## config.mk

```make
export PLATFORM = sky130hd
export DESIGN_NAME = byte_stream_buffer
export DESIGN_NICKNAME = d
export VERILOG_FILES = /design/src/source/buf_geom_pkg.sv /design/src/source/wb_bus_pkg.sv /design/src/source/wb_if.sv /design/src/source/word_writer.sv /design/src/source/byte_lane_sram.sv /design/src/source/byte_reader.sv /design/src/source/byte_stream_buffer.sv
export SDC_FILE = /design/constraint.sdc
export NUM_CORES = 1
export LEC_CHECK = 0
export BUFFER_PORTS_ARGS = -buffer_cell sky130_fd_sc_hd__buf_2
export CAP_MARGIN = 20
export CORE_MARGIN = 1
export CORE_UTILIZATION = 28
export DETAILED_ROUTE_END_ITERATION = 10
export PLACE_DENSITY = 0.41
export SETUP_SLACK_MARGIN = 0.4
export SKIP_LAST_GASP = 1
export SLEW_MARGIN = 25
export SYNTH_ARGS = -nofsm -noshare
export SYNTH_HDL_FRONTEND = slang
export SYNTH_SLANG_ARGS = --single-unit
```

## constraint.sdc

```tcl
create_clock -name clk_i -period 3.3 [get_ports clk_i]
set_input_delay 0.165 -clock clk_i [delete_from_list [all_inputs] [get_ports clk_i]]
set_output_delay 0.165 -clock clk_i [all_outputs]
set_load 0.01 [all_outputs]
```

## src/source/buf_geom_pkg.sv

```systemverilog
package buf_geom_pkg;

   //------------------------------------------------------------
   // Ring geometry
   //------------------------------------------------------------
   localparam int BUF_WORDS  = 16;                    // Ring depth in words
   localparam int WORD_ADR_W = $clog2(BUF_WORDS);     // Word index width

   // Byte lanes per stored word
   localparam int LANES      = 4;
   localparam int LANE_W     = $clog2(LANES);         // Lane select width

   // Byte address is word index on top, lane below
   localparam int BYTE_ADR_W = WORD_ADR_W + LANE_W;

   // Counters must reach BUF_WORDS itself, hence one extra bit
   localparam int CNT_W      = WORD_ADR_W + 1;

endpackage

```

## src/source/wb_bus_pkg.sv

```systemverilog
package wb_bus_pkg;

   //------------------------------------------------------------
   // Bus data widths
   //------------------------------------------------------------
   localparam int WORD_W = 32;   // Word port on the producer side
   localparam int BYTE_W = 8;    // Byte port on the consumer side

   // One stored word seen two ways
   // The producer loads it whole and the memory splits it per lane
   // Lane 0 sits in the low byte
   typedef union packed {
      logic [WORD_W-1:0]                          word;   // Whole word
      logic [buf_geom_pkg::LANES-1:0][BYTE_W-1:0] lanes;  // Per-lane bytes
   } lane_word_u;

endpackage

```

## src/source/wb_if.sv

```systemverilog
`timescale 1ns/1ps

// Wishbone classic, single transfers only
interface wb_if #(
   parameter int DAT_W = wb_bus_pkg::WORD_W,
   parameter int ADR_W = buf_geom_pkg::WORD_ADR_W
);

   logic             cyc;    // Bus cycle in progress
   logic             stb;    // Transfer strobe
   logic             we;     // Write enable
   logic             ack;    // Slave acknowledge, one cycle
   logic [ADR_W-1:0] adr;    // Address, held until ack
   logic [DAT_W-1:0] dat_w;  // Master to slave data
   logic [DAT_W-1:0] dat_r;  // Slave to master data, valid with ack

   // Initiator side
   modport master (
      output cyc, stb, we, adr, dat_w,
      input  ack, dat_r
   );

   // Target side
   modport slave (
      input  cyc, stb, we, adr, dat_w,
      output ack, dat_r
   );

endinterface

```

## src/source/word_writer.sv

```systemverilog
`timescale 1ns/1ps

module word_writer (
   input  logic                          clk_i,
   input  logic                          rst_i,
   input  logic                          word_valid_i,
   input  logic [wb_bus_pkg::WORD_W-1:0] word_data_i,
   output logic                          word_ready_o,
   input  logic                          word_released_i,
   output logic                          word_committed_o,
   wb_if.master                          wb
);

   logic                                bus_q;        // Write cycle on the bus
   logic                                hold_q;       // Waiting for a free slot
   logic [buf_geom_pkg::WORD_ADR_W-1:0] wr_ptr;       // Next ring slot
   logic [buf_geom_pkg::CNT_W-1:0]      credit;       // Free slots left
   logic [buf_geom_pkg::CNT_W-1:0]      credit_next;
   wb_bus_pkg::lane_word_u              word_q;       // Captured input word
   logic                                accept;
   logic                                commit;

   // Idle is neither flag set
   assign word_ready_o     = !bus_q && !hold_q && (credit != '0);
   assign accept           = word_valid_i && word_ready_o;
   assign commit           = bus_q && wb.ack;        // Write landed this cycle
   assign word_committed_o = commit;

   //------------------------------------------------------------
   // Credit, down on commit and up on release
   //------------------------------------------------------------
   always_comb begin
      case ({commit, word_released_i})
         2'b10:   credit_next = credit - buf_geom_pkg::CNT_W'(1);
         2'b01:   credit_next = credit + buf_geom_pkg::CNT_W'(1);
         default: credit_next = credit;               // Both or neither
      endcase
   end

   //------------------------------------------------------------
   // Control: idle, bus, done
   //------------------------------------------------------------
   always_ff @(posedge clk_i) begin
      if (rst_i) begin
         bus_q  <= 1'b0;
         hold_q <= 1'b1;                              // Ready comes up after reset
         credit <= buf_geom_pkg::CNT_W'(buf_geom_pkg::BUF_WORDS);
         wr_ptr <= '0;
      end else begin
         credit <= credit_next;
         if (accept) begin
            bus_q <= 1'b1;                            // Cycle starts next edge
         end else if (commit) begin
            bus_q  <= 1'b0;                           // Drop cyc and stb after ack
            hold_q <= (credit_next == '0);            // Ring now full
            wr_ptr <= wr_ptr + 1'b1;                  // Wraps at BUF_WORDS
         end else if (hold_q) begin
            hold_q <= (credit_next == '0);
         end
      end
   end

   // Payload, no reset needed
   always_ff @(posedge clk_i) begin
      if (accept) begin
         word_q.word <= word_data_i;
      end
   end

   // Bus drive, held steady for the whole cycle
   assign wb.cyc   = bus_q;
   assign wb.stb   = bus_q;
   assign wb.we    = bus_q;                           // Writes only
   assign wb.adr   = wr_ptr;
   assign wb.dat_w = word_q.word;

endmodule

```

## src/source/byte_lane_sram.sv

```systemverilog
`timescale 1ns/1ps

module byte_lane_sram (
   input  logic clk_i,
   input  logic rst_i,
   wb_if.slave  word_port,   // 32-bit write side
   wb_if.slave  byte_port    // 8-bit read side
);

   //------------------------------------------------------------
   // Storage
   //------------------------------------------------------------
   // One byte-wide bank per lane, same word index in all four
   logic [wb_bus_pkg::BYTE_W-1:0] bank_mem [buf_geom_pkg::LANES][buf_geom_pkg::BUF_WORDS];

   //------------------------------------------------------------
   // Word port
   //------------------------------------------------------------
   logic                   word_ack_q;
   logic                   word_start;  // First cycle of cyc and stb
   wb_bus_pkg::lane_word_u wr_word;     // Incoming word, split by lane

   assign word_start = word_port.cyc && word_port.stb && !word_ack_q;
   assign wr_word    = word_port.dat_w;

   // Ack one edge after stb, never twice in a row
   always_ff @(posedge clk_i) begin
      if (rst_i) begin
         word_ack_q <= 1'b0;
      end else begin
         word_ack_q <= word_start;
      end
   end

   // Write lands on the edge that raises ack
   always_ff @(posedge clk_i) begin
      if (word_start && word_port.we) begin
         for (int l = 0; l < buf_geom_pkg::LANES; l++) begin
            bank_mem[l][word_port.adr] <= wr_word.lanes[l];  // Lane l to bank l
         end
      end
   end

   assign word_port.ack   = word_ack_q;
   assign word_port.dat_r = '0;           // Write-only port, reads return zero

   //------------------------------------------------------------
   // Byte port
   //------------------------------------------------------------
   logic                                byte_ack_q;
   logic                                byte_start;
   logic [buf_geom_pkg::WORD_ADR_W-1:0] rd_idx;      // Word index part
   logic [buf_geom_pkg::LANE_W-1:0]     rd_lane;     // Bank select part
   logic [wb_bus_pkg::BYTE_W-1:0]       rd_data_q;   // Registered read byte

   assign byte_start        = byte_port.cyc && byte_port.stb && !byte_ack_q;
   assign {rd_idx, rd_lane} = byte_port.adr;

   // Same single-transfer ack rule as the word port
   always_ff @(posedge clk_i) begin
      if (rst_i) begin
         byte_ack_q <= 1'b0;
      end else begin
         byte_ack_q <= byte_start;
      end
   end

   // Lane picks the bank, index picks the byte
   always_ff @(posedge clk_i) begin
      if (byte_start && !byte_port.we) begin
         rd_data_q <= bank_mem[rd_lane][rd_idx];
      end
   end

   // Data valid while ack is high
   assign byte_port.ack   = byte_ack_q;
   assign byte_port.dat_r = rd_data_q;

endmodule

```

## src/source/byte_reader.sv

```systemverilog
`timescale 1ns/1ps

module byte_reader (
   input  logic                          clk_i,
   input  logic                          rst_i,
   input  logic                          word_committed_i,
   output logic                          word_released_o,
   output logic                          byte_valid_o,
   output logic [wb_bus_pkg::BYTE_W-1:0] byte_data_o,
   input  logic                          byte_ready_i,
   wb_if.master                          wb
);

   logic                                busy_q;       // Read cycle on the bus
   logic                                out_valid_q;  // Holding register full
   logic [wb_bus_pkg::BYTE_W-1:0]       out_data_q;   // Holding register
   logic [buf_geom_pkg::CNT_W-1:0]      stored;       // Words not yet released
   logic [buf_geom_pkg::WORD_ADR_W-1:0] rd_word;      // Word pointer
   logic [buf_geom_pkg::LANE_W-1:0]     rd_lane;      // Lane within the word
   logic                                out_free;
   logic                                issue;
   logic                                land;
   logic                                word_done;

   // Empty now, or the byte leaves on this edge
   assign out_free  = !out_valid_q || byte_ready_i;
   assign issue     = !busy_q && (stored != '0) && out_free;
   assign land      = busy_q && wb.ack;               // Read byte on dat_r
   assign word_done = land && (rd_lane == buf_geom_pkg::LANE_W'(buf_geom_pkg::LANES - 1));

   assign word_released_o = word_done;

   //------------------------------------------------------------
   // Stored-word count
   //------------------------------------------------------------
   always_ff @(posedge clk_i) begin
      if (rst_i) begin
         stored <= '0;
      end else begin
         case ({word_committed_i, word_done})
            2'b10:   stored <= stored + buf_geom_pkg::CNT_W'(1);
            2'b01:   stored <= stored - buf_geom_pkg::CNT_W'(1);
            default: stored <= stored;                // Both cancel out
         endcase
      end
   end

   //------------------------------------------------------------
   // Bus cycle and address stepping
   //------------------------------------------------------------
   always_ff @(posedge clk_i) begin
      if (rst_i) begin
         busy_q  <= 1'b0;
         rd_word <= '0;
         rd_lane <= '0;
      end else begin
         if (issue) begin
            busy_q <= 1'b1;
         end else if (land) begin
            busy_q <= 1'b0;                           // Drop cyc after ack
         end
         if (land) begin
            rd_lane <= rd_lane + 1'b1;                // Lane 3 wraps to 0
            if (word_done) begin
               rd_word <= rd_word + 1'b1;             // Next ring slot
            end
         end
      end
   end

   //------------------------------------------------------------
   // Output holding register
   //------------------------------------------------------------
   always_ff @(posedge clk_i) begin
      if (rst_i) begin
         out_valid_q <= 1'b0;
      end else if (land) begin
         out_valid_q <= 1'b1;                         // Valid rises after ack
      end else if (out_valid_q && byte_ready_i) begin
         out_valid_q <= 1'b0;                         // Transfer done
      end
   end

   // Payload, no reset
   always_ff @(posedge clk_i) begin
      if (land) begin
         out_data_q <= wb.dat_r;
      end
   end

   assign byte_valid_o = out_valid_q;
   assign byte_data_o  = out_data_q;

   // Bus drive, reads only
   assign wb.cyc   = busy_q;
   assign wb.stb   = busy_q;
   assign wb.we    = 1'b0;
   assign wb.adr   = {rd_word, rd_lane};
   assign wb.dat_w = '0;

endmodule

```

## src/source/byte_stream_buffer.sv

```systemverilog
`timescale 1ns/1ps

module byte_stream_buffer (
   input  logic                          clk_i,
   input  logic                          rst_i,
   input  logic                          word_valid_i,
   input  logic [wb_bus_pkg::WORD_W-1:0] word_data_i,
   output logic                          word_ready_o,
   output logic                          byte_valid_o,
   output logic [wb_bus_pkg::BYTE_W-1:0] byte_data_o,
   input  logic                          byte_ready_i
);

   //------------------------------------------------------------
   // Internal buses
   //------------------------------------------------------------
   wb_if #(.DAT_W(wb_bus_pkg::WORD_W), .ADR_W(buf_geom_pkg::WORD_ADR_W)) word_bus ();
   wb_if #(.DAT_W(wb_bus_pkg::BYTE_W), .ADR_W(buf_geom_pkg::BYTE_ADR_W)) byte_bus ();

   logic word_committed;   // Writer to reader, one word stored
   logic word_released;    // Reader to writer, one slot free

   // Producer side
   word_writer word_writer_inst (
      .clk_i            (clk_i),
      .rst_i            (rst_i),
      .word_valid_i     (word_valid_i),
      .word_data_i      (word_data_i),
      .word_ready_o     (word_ready_o),
      .word_released_i  (word_released),
      .word_committed_o (word_committed),
      .wb               (word_bus)
   );

   // Ring storage
   byte_lane_sram byte_lane_sram_inst (
      .clk_i     (clk_i),
      .rst_i     (rst_i),
      .word_port (word_bus),
      .byte_port (byte_bus)
   );

   // Consumer side
   byte_reader byte_reader_inst (
      .clk_i            (clk_i),
      .rst_i            (rst_i),
      .word_committed_i (word_committed),
      .word_released_o  (word_released),
      .byte_valid_o     (byte_valid_o),
      .byte_data_o      (byte_data_o),
      .byte_ready_i     (byte_ready_i),
      .wb               (byte_bus)
   );

endmodule

```

**Yosys cells after proc, flatten, opt, wreduce, memory -nomap -nowiden**

Memory sizes are Yosys's and may differ from the RTL's. A register that Yosys moved wholly into a read port is not among the register bits.
Cells that the tools add are included.

- Equal/unequal tests: 3
- $add $sub $neg: 7
- Shift operators: 0
- Multipliers: 0
- Div/mod/pow operators: 0
- $lt $le $gt $ge: 3
- Multiplexer cells: 19
- Bitwise logic cells: 3
- Reductions and logical operators: 29

Operators with widths:

| kind | number |
|---|---|
| two-way mux 128 bit | 1 |
| binary-select mux 8 bit (select 4 bit) | 1 |
| demux 8 bit (select 4 bit) | 1 |
| two-way mux 8 bit | 3 |
| case mux 5 bit (2 select lines) | 2 |
| logical AND 1 bit | 13 |
| adder 5 x 1 -> 5 bit (second input constant) | 2 |
| greater-or-equal comparator 5 bit (second input constant) | 2 |
| NOT 4 -> 5 bit | 2 |
| nonzero test 5 bit | 2 |
| subtractor 5 x 1 -> 5 bit (second input constant) | 2 |
| two-way mux 1 bit | 9 |
| adder 4 x 1 -> 4 bit (second input constant) | 2 |
| nonzero test 2 bit | 4 |
| logical NOT 1 bit | 6 |
| logical NOT 5 bit | 1 |
| < comparator 5 x 1 -> 1 bit (second input constant) | 1 |
| equality test 2 bit (second input constant) | 2 |
| two-way mux 2 bit | 2 |
| AND reduction 2 bit | 2 |
| adder 2 x 1 -> 2 bit (second input constant) | 1 |
| equality test 2 x 1 -> 1 bit (second input constant) | 1 |
| logical OR 1 bit | 1 |
| NOT 1 bit | 1 |

- Bits in writable memories: 512
- Register bits after elaboration: 74
- ROM bits: 0
- Input port bits: 36
- Latch bits: 0
- Logic and storage cells: 79
- Memories: 1

Memories:

| memory | depth | width | read ports | clocked after memory_dff | write ports | line | source |
|---|---|---|---|---|---|---|---|
| byte_lane_sram_inst.bank_mem | 4 | 128 | 1 | 1 | 4 | byte_lane_sram.sv:14 | `logic [wb_bus_pkg::BYTE_W-1:0] bank_mem [buf_geom_pkg::LANES][buf_geom_pkg::BUF_WORDS];` |

**Depth between registers and ports, before layout**

Gate-level depths: netlist (run 1).

- Depth after elaboration: 7
- Mapped depth: 11
- Gate-level depth less buffers: 10

**Cells and area by module**

From an unflattened synthesis (run 1), not the netlist that was laid out.

- Cell total of the unflattened synthesis: 1,119
- Area total of the unflattened synthesis: 22,937.0 µm²

Modules (own cells, without submodules):

| module | sequential area each (µm²) | cells each | area an instance (µm²) | times used |
|---|---|---|---|---|
| byte_lane_sram | 15,655.0 | 910 | 20,226.9 | 1 |
| word_writer | 1,181.1 | 109 | 1,669.1 | 1 |
| byte_reader | 500.5 | 100 | 1,041.0 | 1 |

**Worst setup path before layout (run 1)**

OpenSTA, ideal clock, no wires.

- Kind: register to register
- From: register word_writer_inst.bus_q, in the netlist word_writer_inst.wb.cyc
- To: memory byte_lane_sram_inst.bank_mem[0][100] in the netlist's numbering, enable pin
- Path buffers: 0
- Data required time: 2.839 ns
- Slack: -0.110 ns
- Data arrival time: 2.949 ns
- Stages on the path, launching flop included: 4
- Library setup time: 0.461 ns
- Cells stage by stage: dfxtp_1 > nor2b_1 > nand2_1 > nor3_1

RTL lines:

| element | line | source |
|---|---|---|
| start: declaration | word_writer.sv:14 | `logic bus_q;` |
| start signal: assignment | word_writer.sv:45 | `bus_q <= 1'b0;` |
| start signal: assignment | word_writer.sv:52 | `bus_q <= 1'b1;` |
| start signal: assignment | word_writer.sv:54 | `bus_q <= 1'b0;` |
| end: declaration | byte_lane_sram.sv:14 |  |

**Worst setup path in the final report (run 1)**

- From: register byte_reader_inst.rd_lane[0] in the netlist's numbering
- To: register byte_reader_inst.stored[4] in the netlist's numbering

- Word-level cells in the longest chain between the ends: 4
- Elaborated cells between the ends (all ways): 6
- Classes of those cells: eq/ne: 3; mux: 1; reduce/logical: 2

Ends and longest elaborated chain:

| element | line | source |
|---|---|---|
| start: declaration | byte_reader.sv:19 | `logic [buf_geom_pkg::LANE_W-1:0] rd_lane;` |
| start signal: assignment | byte_reader.sv:63 | `rd_lane <= rd_lane + 1'b1;` |
| equality test 2 bit (*) | byte_reader.sv:29 | `assign word_done = land && (rd_lane == buf_geom_pkg::LANE_W'(buf_geom_pkg::LANES - 1));` |
| logical AND 1 bit (*) | byte_reader.sv:29 |  |
| equality test 2 x 1 -> 1 bit / equality test 2 bit (equally long branches) | byte_reader.sv:40 | `case ({word_committed_i, word_done})` |
| case mux 5 bit (2 select lines) / nonzero test 2 bit (equally long branches) | -- |  |
| end signal: assignment | byte_reader.sv:41 | `2'b10: stored <= stored + buf_geom_pkg::CNT_W'(1);` |
| end signal: assignment | byte_reader.sv:42 | `2'b01: stored <= stored - buf_geom_pkg::CNT_W'(1);` |
| end signal: assignment | byte_reader.sv:43 | `default: stored <= stored;` |
| end: declaration | byte_reader.sv:17 | `logic [buf_geom_pkg::CNT_W-1:0] stored;` |

Every way passes the cells marked *; elsewhere a longest branch is shown, timed or not.
A chain may end at the register's enable or synchronous reset.

==> qor.yml, run 1 <==
ir_drop_v: 0.000420
critPathRequiredTime_ns: 3.80
use_met1_pct: 18.9
grtUsageTotal_pct: 13.8
first_global_vias: 11600
port_buffers: 45
p_total_mw: 15.6
final_layout_size_suffix_gt1_share_pct: 25.0
clkSlewWorstSetupHoldPaths_ns: 0.06
use_met3_pct: 2.30
maxSlewHeadroom_pct: 39.9
whs_ns: 0.0530
syn_area_per_cell_sq_um: 20.5
synth_commonest_cells: "edfxtp_1, mux4_2, mux2i_1"
drv_slew: 0
finalHoldViolations: 0
synth_warnings: 0
hold_class: "in2reg"
htreeDepth: 3
status: "finished clean"
viasPerCell: 4.57
grt_max_degree: 39
setup_ws_ns: 0.649
finalSetupViolCount: 0
critPathMaxFanout: 8
vias: 10800
clockRootBuffer: "clkbuf_16"
powerDensity_mw_per_mm2: 578
cp.arrival_ns: 3.15
yosys_register_bits: 588
ys_seq_area_share_pct: 76.9
grt_use_met2_pct: 22.7
synth_edf_count: 560
placed_area_sq_mm: 0.0245
final_nets: 1302
startpoint_type: "flop"
place.gp.congestion: 0.710
die-area_sq_mm: 0.0818
drc_errors: 0
post_cts_resize_count: 0
clkLatencyLatePin_ns: 0.60
crit_type: "reg2reg"
syn_nets: 1152
clock-sinks: 588
period_minus_slack_ns: 2.65
fp.coreArea_sq_mm: 0.0794
die_w_microns: 286
grt_overflow: 0
worst_pin_slew_ns: 0.901
wirelength_mm: 55.8
first_pass_iters: 4
start_util_pct: 28.5
grt_setup_unrepaired: "false"
finClkSkew_ns: 0.0220
synth.area.top_cells: "edfxtp_1, mux4_2, mux2i_1"
max_freq_ghz: 0.377
wire_per_inst_microns: 23.7
synth_most_common_cell: "edfxtp_1"
hpwlAfterDp_mm: 33.2
antenna_found_initial: 1
io_pins: 46
cts_max_path_buffers: 3
area_growth_pct: 19.4
syn_inst: 1101
tritoncts: "built"
fp.dieH_microns: 286
synthArstFlopShare_pct: 0
synth_flop_cell: "edfxtp_1"
row_count: 103
cts-buffers-inserted: 67
fin_crit_sh_pct: 80.3
finalSetupTns_ns: 0
grt.busiest_layer: "met2"
endpoint_kind: "flop"
yosysTopAreaCell: "edfxtp_1"
dp_slack_ns: 0.687
ys_types: 50
grt_first_pass_wirelength_mm: 81.4
synth_top_cell_area_share_pct: 74.5
p_leak_nw: 8.31
detail-route-antenna-nets: 0
netlist_area_sq_mm: 0.0226
design_area_sq_mm: 0.0270
max_cap_violations: 0
drt_first_iter_violations: 604
-- what timing repair did --
item | in CTS | in global routing
hold endpoints to repair | 34 | 0
hold buffers | 34 | 0
buffers inserted | 0 | 0
-- state kept, by name (all words and copies together) (netlist names), named ones only --
| register | count |
|---|---|
| byte_reader_inst.byte_valid_o | 1 |
| byte_reader_inst.rd_lane | 2 |
| word_writer_inst.wb.adr | 4 |
| byte_lane_sram_inst.byte_port.dat_r | 8 |
| byte_reader_inst.stored | 5 |
| byte_lane_sram_inst.byte_port.ack | 1 |
| word_writer_inst.hold_q | 1 |
| byte_lane_sram_inst.word_port.ack | 1 |
| byte_reader_inst.wb.cyc | 1 |
| byte_reader_inst.byte_data_o | 8 |
| word_writer_inst.wb.cyc | 1 |
| word_writer_inst.credit | 5 |
| byte_lane_sram_inst.bank_mem | 512 |
| word_writer_inst.wb.dat_w | 32 |
| byte_reader_inst.rd_word | 4 |
-- per-layer routing --
metal | routed length (microns) | up-vias | share of wire (%)
met2 | 26900 | 197 | 48
met4 | 827 | 0 | 1.5
met3 | 2450 | 58 | 4.4
met5 | 0 | - | 0
met1 | 25600 | 5688 | 46
li1 | - | 4829 | -
-- worst paths after layout --
check / to / cells after the start / slack (ns) / from
hold / removal: byte_reader_inst.stored[1] / 2 / 0.05 / rst_i
hold reg to reg: byte_reader_inst.byte_data_o[7] / 0 / 0.42 / byte_lane_sram_inst.byte_port.dat_r[7]
setup / recovery: byte_reader_inst.stored[4] / 10 / 0.65 / byte_reader_inst.rd_lane[0]
setup reg to reg: byte_reader_inst.stored[4] / 10 / 0.65 / byte_reader_inst.rd_lane[0]
-- final cells by class --
class / instances / area (sq um)
repair buffers: 137 / 1190
well taps: 1050 / 1310
flip-flops and latches: 588 / 17400
clock inverters: 36 / 297
diodes: 1 / 2.50
clock buffers: 86 / 1790
inverters: 10 / 37.5
fillers: 7625 / 52400
multi-input cells: 447 / 4950
-- stage by stage --
step	cells	util [%]
floorplan	1101	-
global route	2355	34.0
global placement	2198	30.9
detailed placement	2198	30.9
finish	2355	34.0
CTS	2354	34.0
-- kinds of logic after synthesis --
family | after synthesis | synth area share (%)
compound gates | 101 | 3.35
buf+inv | 66 | 1.75
simple gates | 121 | 2.42
fa+ha+maj | 15 | 0.897
flops | 588 | 76.9
mux | 197 | 14.1
xor+xnor | 13 | 0.504
-- worst max-delay path, cell delays in order, from the launching register on --
cell	delay (ns)
dfxtp_1	0.36
ha_1	0.16
and3_1	0.20
ha_1	0.25
inv_1	0.19
fa_1	0.42
nor2b_1	0.14
o21ai_0	0.12
and3_1	0.21
or4_1	0.39
a21oi_1	0.15
-- power breakdown --
| part | leakage, nW | internal (mW) | switching, mW |
|---|---|---|---|
| clock | 1.01 | 4.16 | 2.96 |
| combinational | 2.03 | 0.0706 | 0.0778 |
| sequential | 5.28 | 8.20 | 0.109 |
| total | 8.31 | 12.4 | 3.15 |
-- placed cells by master (no fill, tap or decap), types with 5 or more instances in the layout --
master,instances
edfxtp_1,560
mux4_2,96
mux2i_1,84
clkbuf_16,69
nor2_1,48
buf_2,45
buf_4,43
dlygate4sd3_1,34
o22ai_1,26
dfxtp_1,24
nand2_1,23
clkinv_1,18
mux2_2,17
clkbuf_1,17
a21oi_1,15
buf_12,15
ha_1,13
nor2_4,12
inv_1,10
o221ai_1,10
a211o_1,10
a221oi_1,9
nor2b_1,8
a21o_1,8
xor2_1,7
clkinv_2,7
nand2b_1,6
xnor2_1,6
a211oi_1,5
a2111o_1,5
Power figures use the tool's default switching activity.
==> inputs of run 2 (changes only) <==
- ABC_AREA: unset -> 1
- clock period: 3.3 -> 2.3 ns (I/O delays scaled with it)
==> run 2 against run 1 <==
Effect of this change:
- worst setup slack got worse by 0.30 ns
- largest power group unchanged
- clock power is 40% higher
- synthesized area rose by 6.8%
- non-clock buffer count rose by 36
- hold slack gained 0.17 ns
- critical endpoint is now word_writer_inst.hold_q
- die area is 6.7% higher
- cell area grew 8.0%
- largest cell class unchanged
- first-iteration DRC count rose by 58%
==> qor.yml, run 2 <==
status: "finished clean"
syn_nets: 2200
p_sw_share_pct: 20.9
finClkSkew_ns: 0.0218
whs_ns: 0.226
powerDensity_mw_per_mm2: 765
final_nets: 2333
clock-sinks: 588
hold_class: "in2reg"
tritoncts: "built"
critPathMaxFanout: 6
grt_first_pass_wirelength_mm: 104
fin_crit_sh_pct: 84.7
synthArstFlopShare_pct: 0
wirelength_mm: 71.2
cp.arrival_ns: 2.47
max_freq_ghz: 0.513
synth_commonest_cells: "nand2_1, edfxtp_1, nand3_1"
fp.dieH_microns: 295
layout_common_cells: "nand2_1, edfxtp_1, nand3_1"
yosys_register_bits: 588
max_cap_violations: 0
grt_max_degree: 78
io_pins: 46
finalSetupViolCount: 0
synth_most_common_cell: "nand2_1"
regMostFlops: "byte_lane_sram_inst.bank_mem"
wire_per_inst_microns: 20.5
ir_drop_v: 0.000621
syn_area_per_cell_sq_um: 11.2
netlist_area_sq_mm: 0.0241
area_growth_pct: 20.7
finalHoldViolations: 0
syn_inst: 2149
drt_first_iter_violations: 952
switching_power_mw: 4.66
synth.area.top_cells: "edfxtp_1, nand2_1, nand3_1"
htreeDepth: 3
fp.coreArea_sq_mm: 0.0853
place.gp.congestion: 0.769
port_buffers: 45
power_frac_clock_pct: 44.9
p_int_mw: 17.6
clockRootBuffer: "clkbuf_16"
first_global_vias: 15600
r2r_setup_slack_ns: 0.35
synth_warnings: 0
final_cells: 3477
hpwlAfterDp_mm: 39.6
num-fill-cells: 8514
dp_slack_ns: 0.160
grt_setup_unrepaired: "true"
clkLatencyLatePin_ns: 0.60
grt_overflow: 0
clkSlewWorstSetupHoldPaths_ns: 0.06
endpoint_kind: "flop"
worst_pin_slew_ns: 0.876
finalSetupTns_ns: 0
largest_register_ffs: 512
p_seq_share_pct: 53.6
start_util_pct: 28.3
die_w_microns: 295
viasPerCell: 4.47
drc_errors: 0
row_count: 107
first_pass_iters: 5
startpoint_type: "flop"
setup_ws_ns: 0.351
period_minus_slack_ns: 1.95
drv_slew: 0
crit_type: "reg2reg"
antenna_found_initial: 4
vias: 15500
critPathRequiredTime_ns: 2.82
cts_max_path_buffers: 3
placed_cells: 3301
p_leak_nw: 11.0
combPwrFrac_pct: 1.5
ys_types: 25
synth_flop_cell: "edfxtp_1"
final_common_cell: "nand2_1"
die-area_sq_mm: 0.0873
synth_edf_count: 560
detail-route-antenna-nets: 0
yosysTopAreaCell: "edfxtp_1"
final_layout_size_suffix_gt1_share_pct: 11.9
maxSlewHeadroom_pct: 41.6
ys_seq_area_share_pct: 72.0
p_total_mw: 22.3
cts-buffers-inserted: 66
synth_top_cell_area_share_pct: 69.7
grtUsageTotal_pct: 16.4
run 2: changes by cell type after synthesis, sizes merged, moves of 44 or more:
cell | before | now
nand3 | 2 | 288
mux2i | 84 | 0
buf | 37 | 81
nor2 | 60 | 115
nand2 | 23 | 721
inv | 10 | 198
mux4 | 96 | 0
run 2: final cells by class:
| class | count | area [sq um] | share of cell area [%] |
|---|---|---|---|
| Sequential cell | 588 | 17400 | 59.7 |
| Multi-Input combinational cell | 1253 | 5680 | 19.5 |
| Timing Repair Buffer | 173 | 1810 | 6.23 |
| Clock buffer | 89 | 1780 | 6.12 |
| Tap cell | 1144 | 1430 | 4.92 |
| Inverter | 200 | 779 | 2.68 |
| Clock inverter | 29 | 239 | 0.821 |
| Antenna cell | 1 | 2.50 | 0.00860 |
run 2: path summary, 6_finish.rpt:
| check | start | end | cells after the start |
|---|---|---|---|
| setup / recovery | byte_reader_inst.rd_lane[1] | word_writer_inst.hold_q | 11 |
| hold / removal | word_data_i[19] | word_writer_inst.wb.dat_w[19] | 2 |
| setup reg to reg | byte_reader_inst.rd_lane[1] | word_writer_inst.hold_q | 11 |
| hold reg to reg | byte_lane_sram_inst.byte_port.dat_r[7] | byte_reader_inst.byte_data_o[7] | 0 |
run 2: stage by stage:
step                      utilization [%]  cell area (sq um)
final                                34.1              29100
after detailed placement             30.9              26300
after global routing                 34.1              29100
after CTS                            33.8              28900
after global placement               30.9              26300
after floorplan                         -              24200
run 2: timing repair:
item                                    4_1_cts  5_1_grt
pin swaps                                     3        8
cloned                                        1        3
gates resized for setup                      13       30
endpoints found under the setup margin      127      246
hold endpoints to repair                     45        0
buffers inserted                              7        8
hold buffers                                 38        0
run 2: critical path: stages (launching register included):
cell     delay, ns
dfxtp_2       0.36
ha_4          0.14
nand2_4       0.05
inv_4         0.05
ha_4          0.17
inv_6         0.06
fa_1          0.41
xnor2_1       0.19
o21ai_1       0.10
nor2_1        0.12
nand3_1       0.09
o21ai_1       0.14
run 2: per-layer routing:
metal	up-vias	wire, microns	global-route usage, %
li1	7500	-	-
met1	7642	31400	21.0
met2	292	35600	28.8
met3	92	2660	2.21
met4	0	1540	5.04
met5	-	0	0
run 2: logic make-up (layout without fill, tap and decap cells):
family | after synthesis | count (layout) | synth area share (%)
AOI/OAI and AO/OA | 104 | 104 | 2.43
xor gates and xnor gates | 7 | 7 | 0.254
adders and majority gates | 15 | 15 | 0.840
buffers and inverters | 308 | 491 | 5.37
DFF | 588 | 588 | 72.0
other | 0 | 1 | 0
and+or+nand+nor | 1127 | 1127 | 19.1
run 2: power groups by stage:
stage,logic [mW],registers (mW),clock network [mW]
2_1_floorplan,0.124,12.1,0
3_3_place_gp,0.270,12.2,0
3_5_place_dp,0.272,12.2,0
4_1_cts,0.329,12.0,10.3
5_1_grt,0.358,12.0,10.6
6_report,0.326,11.9,10.0
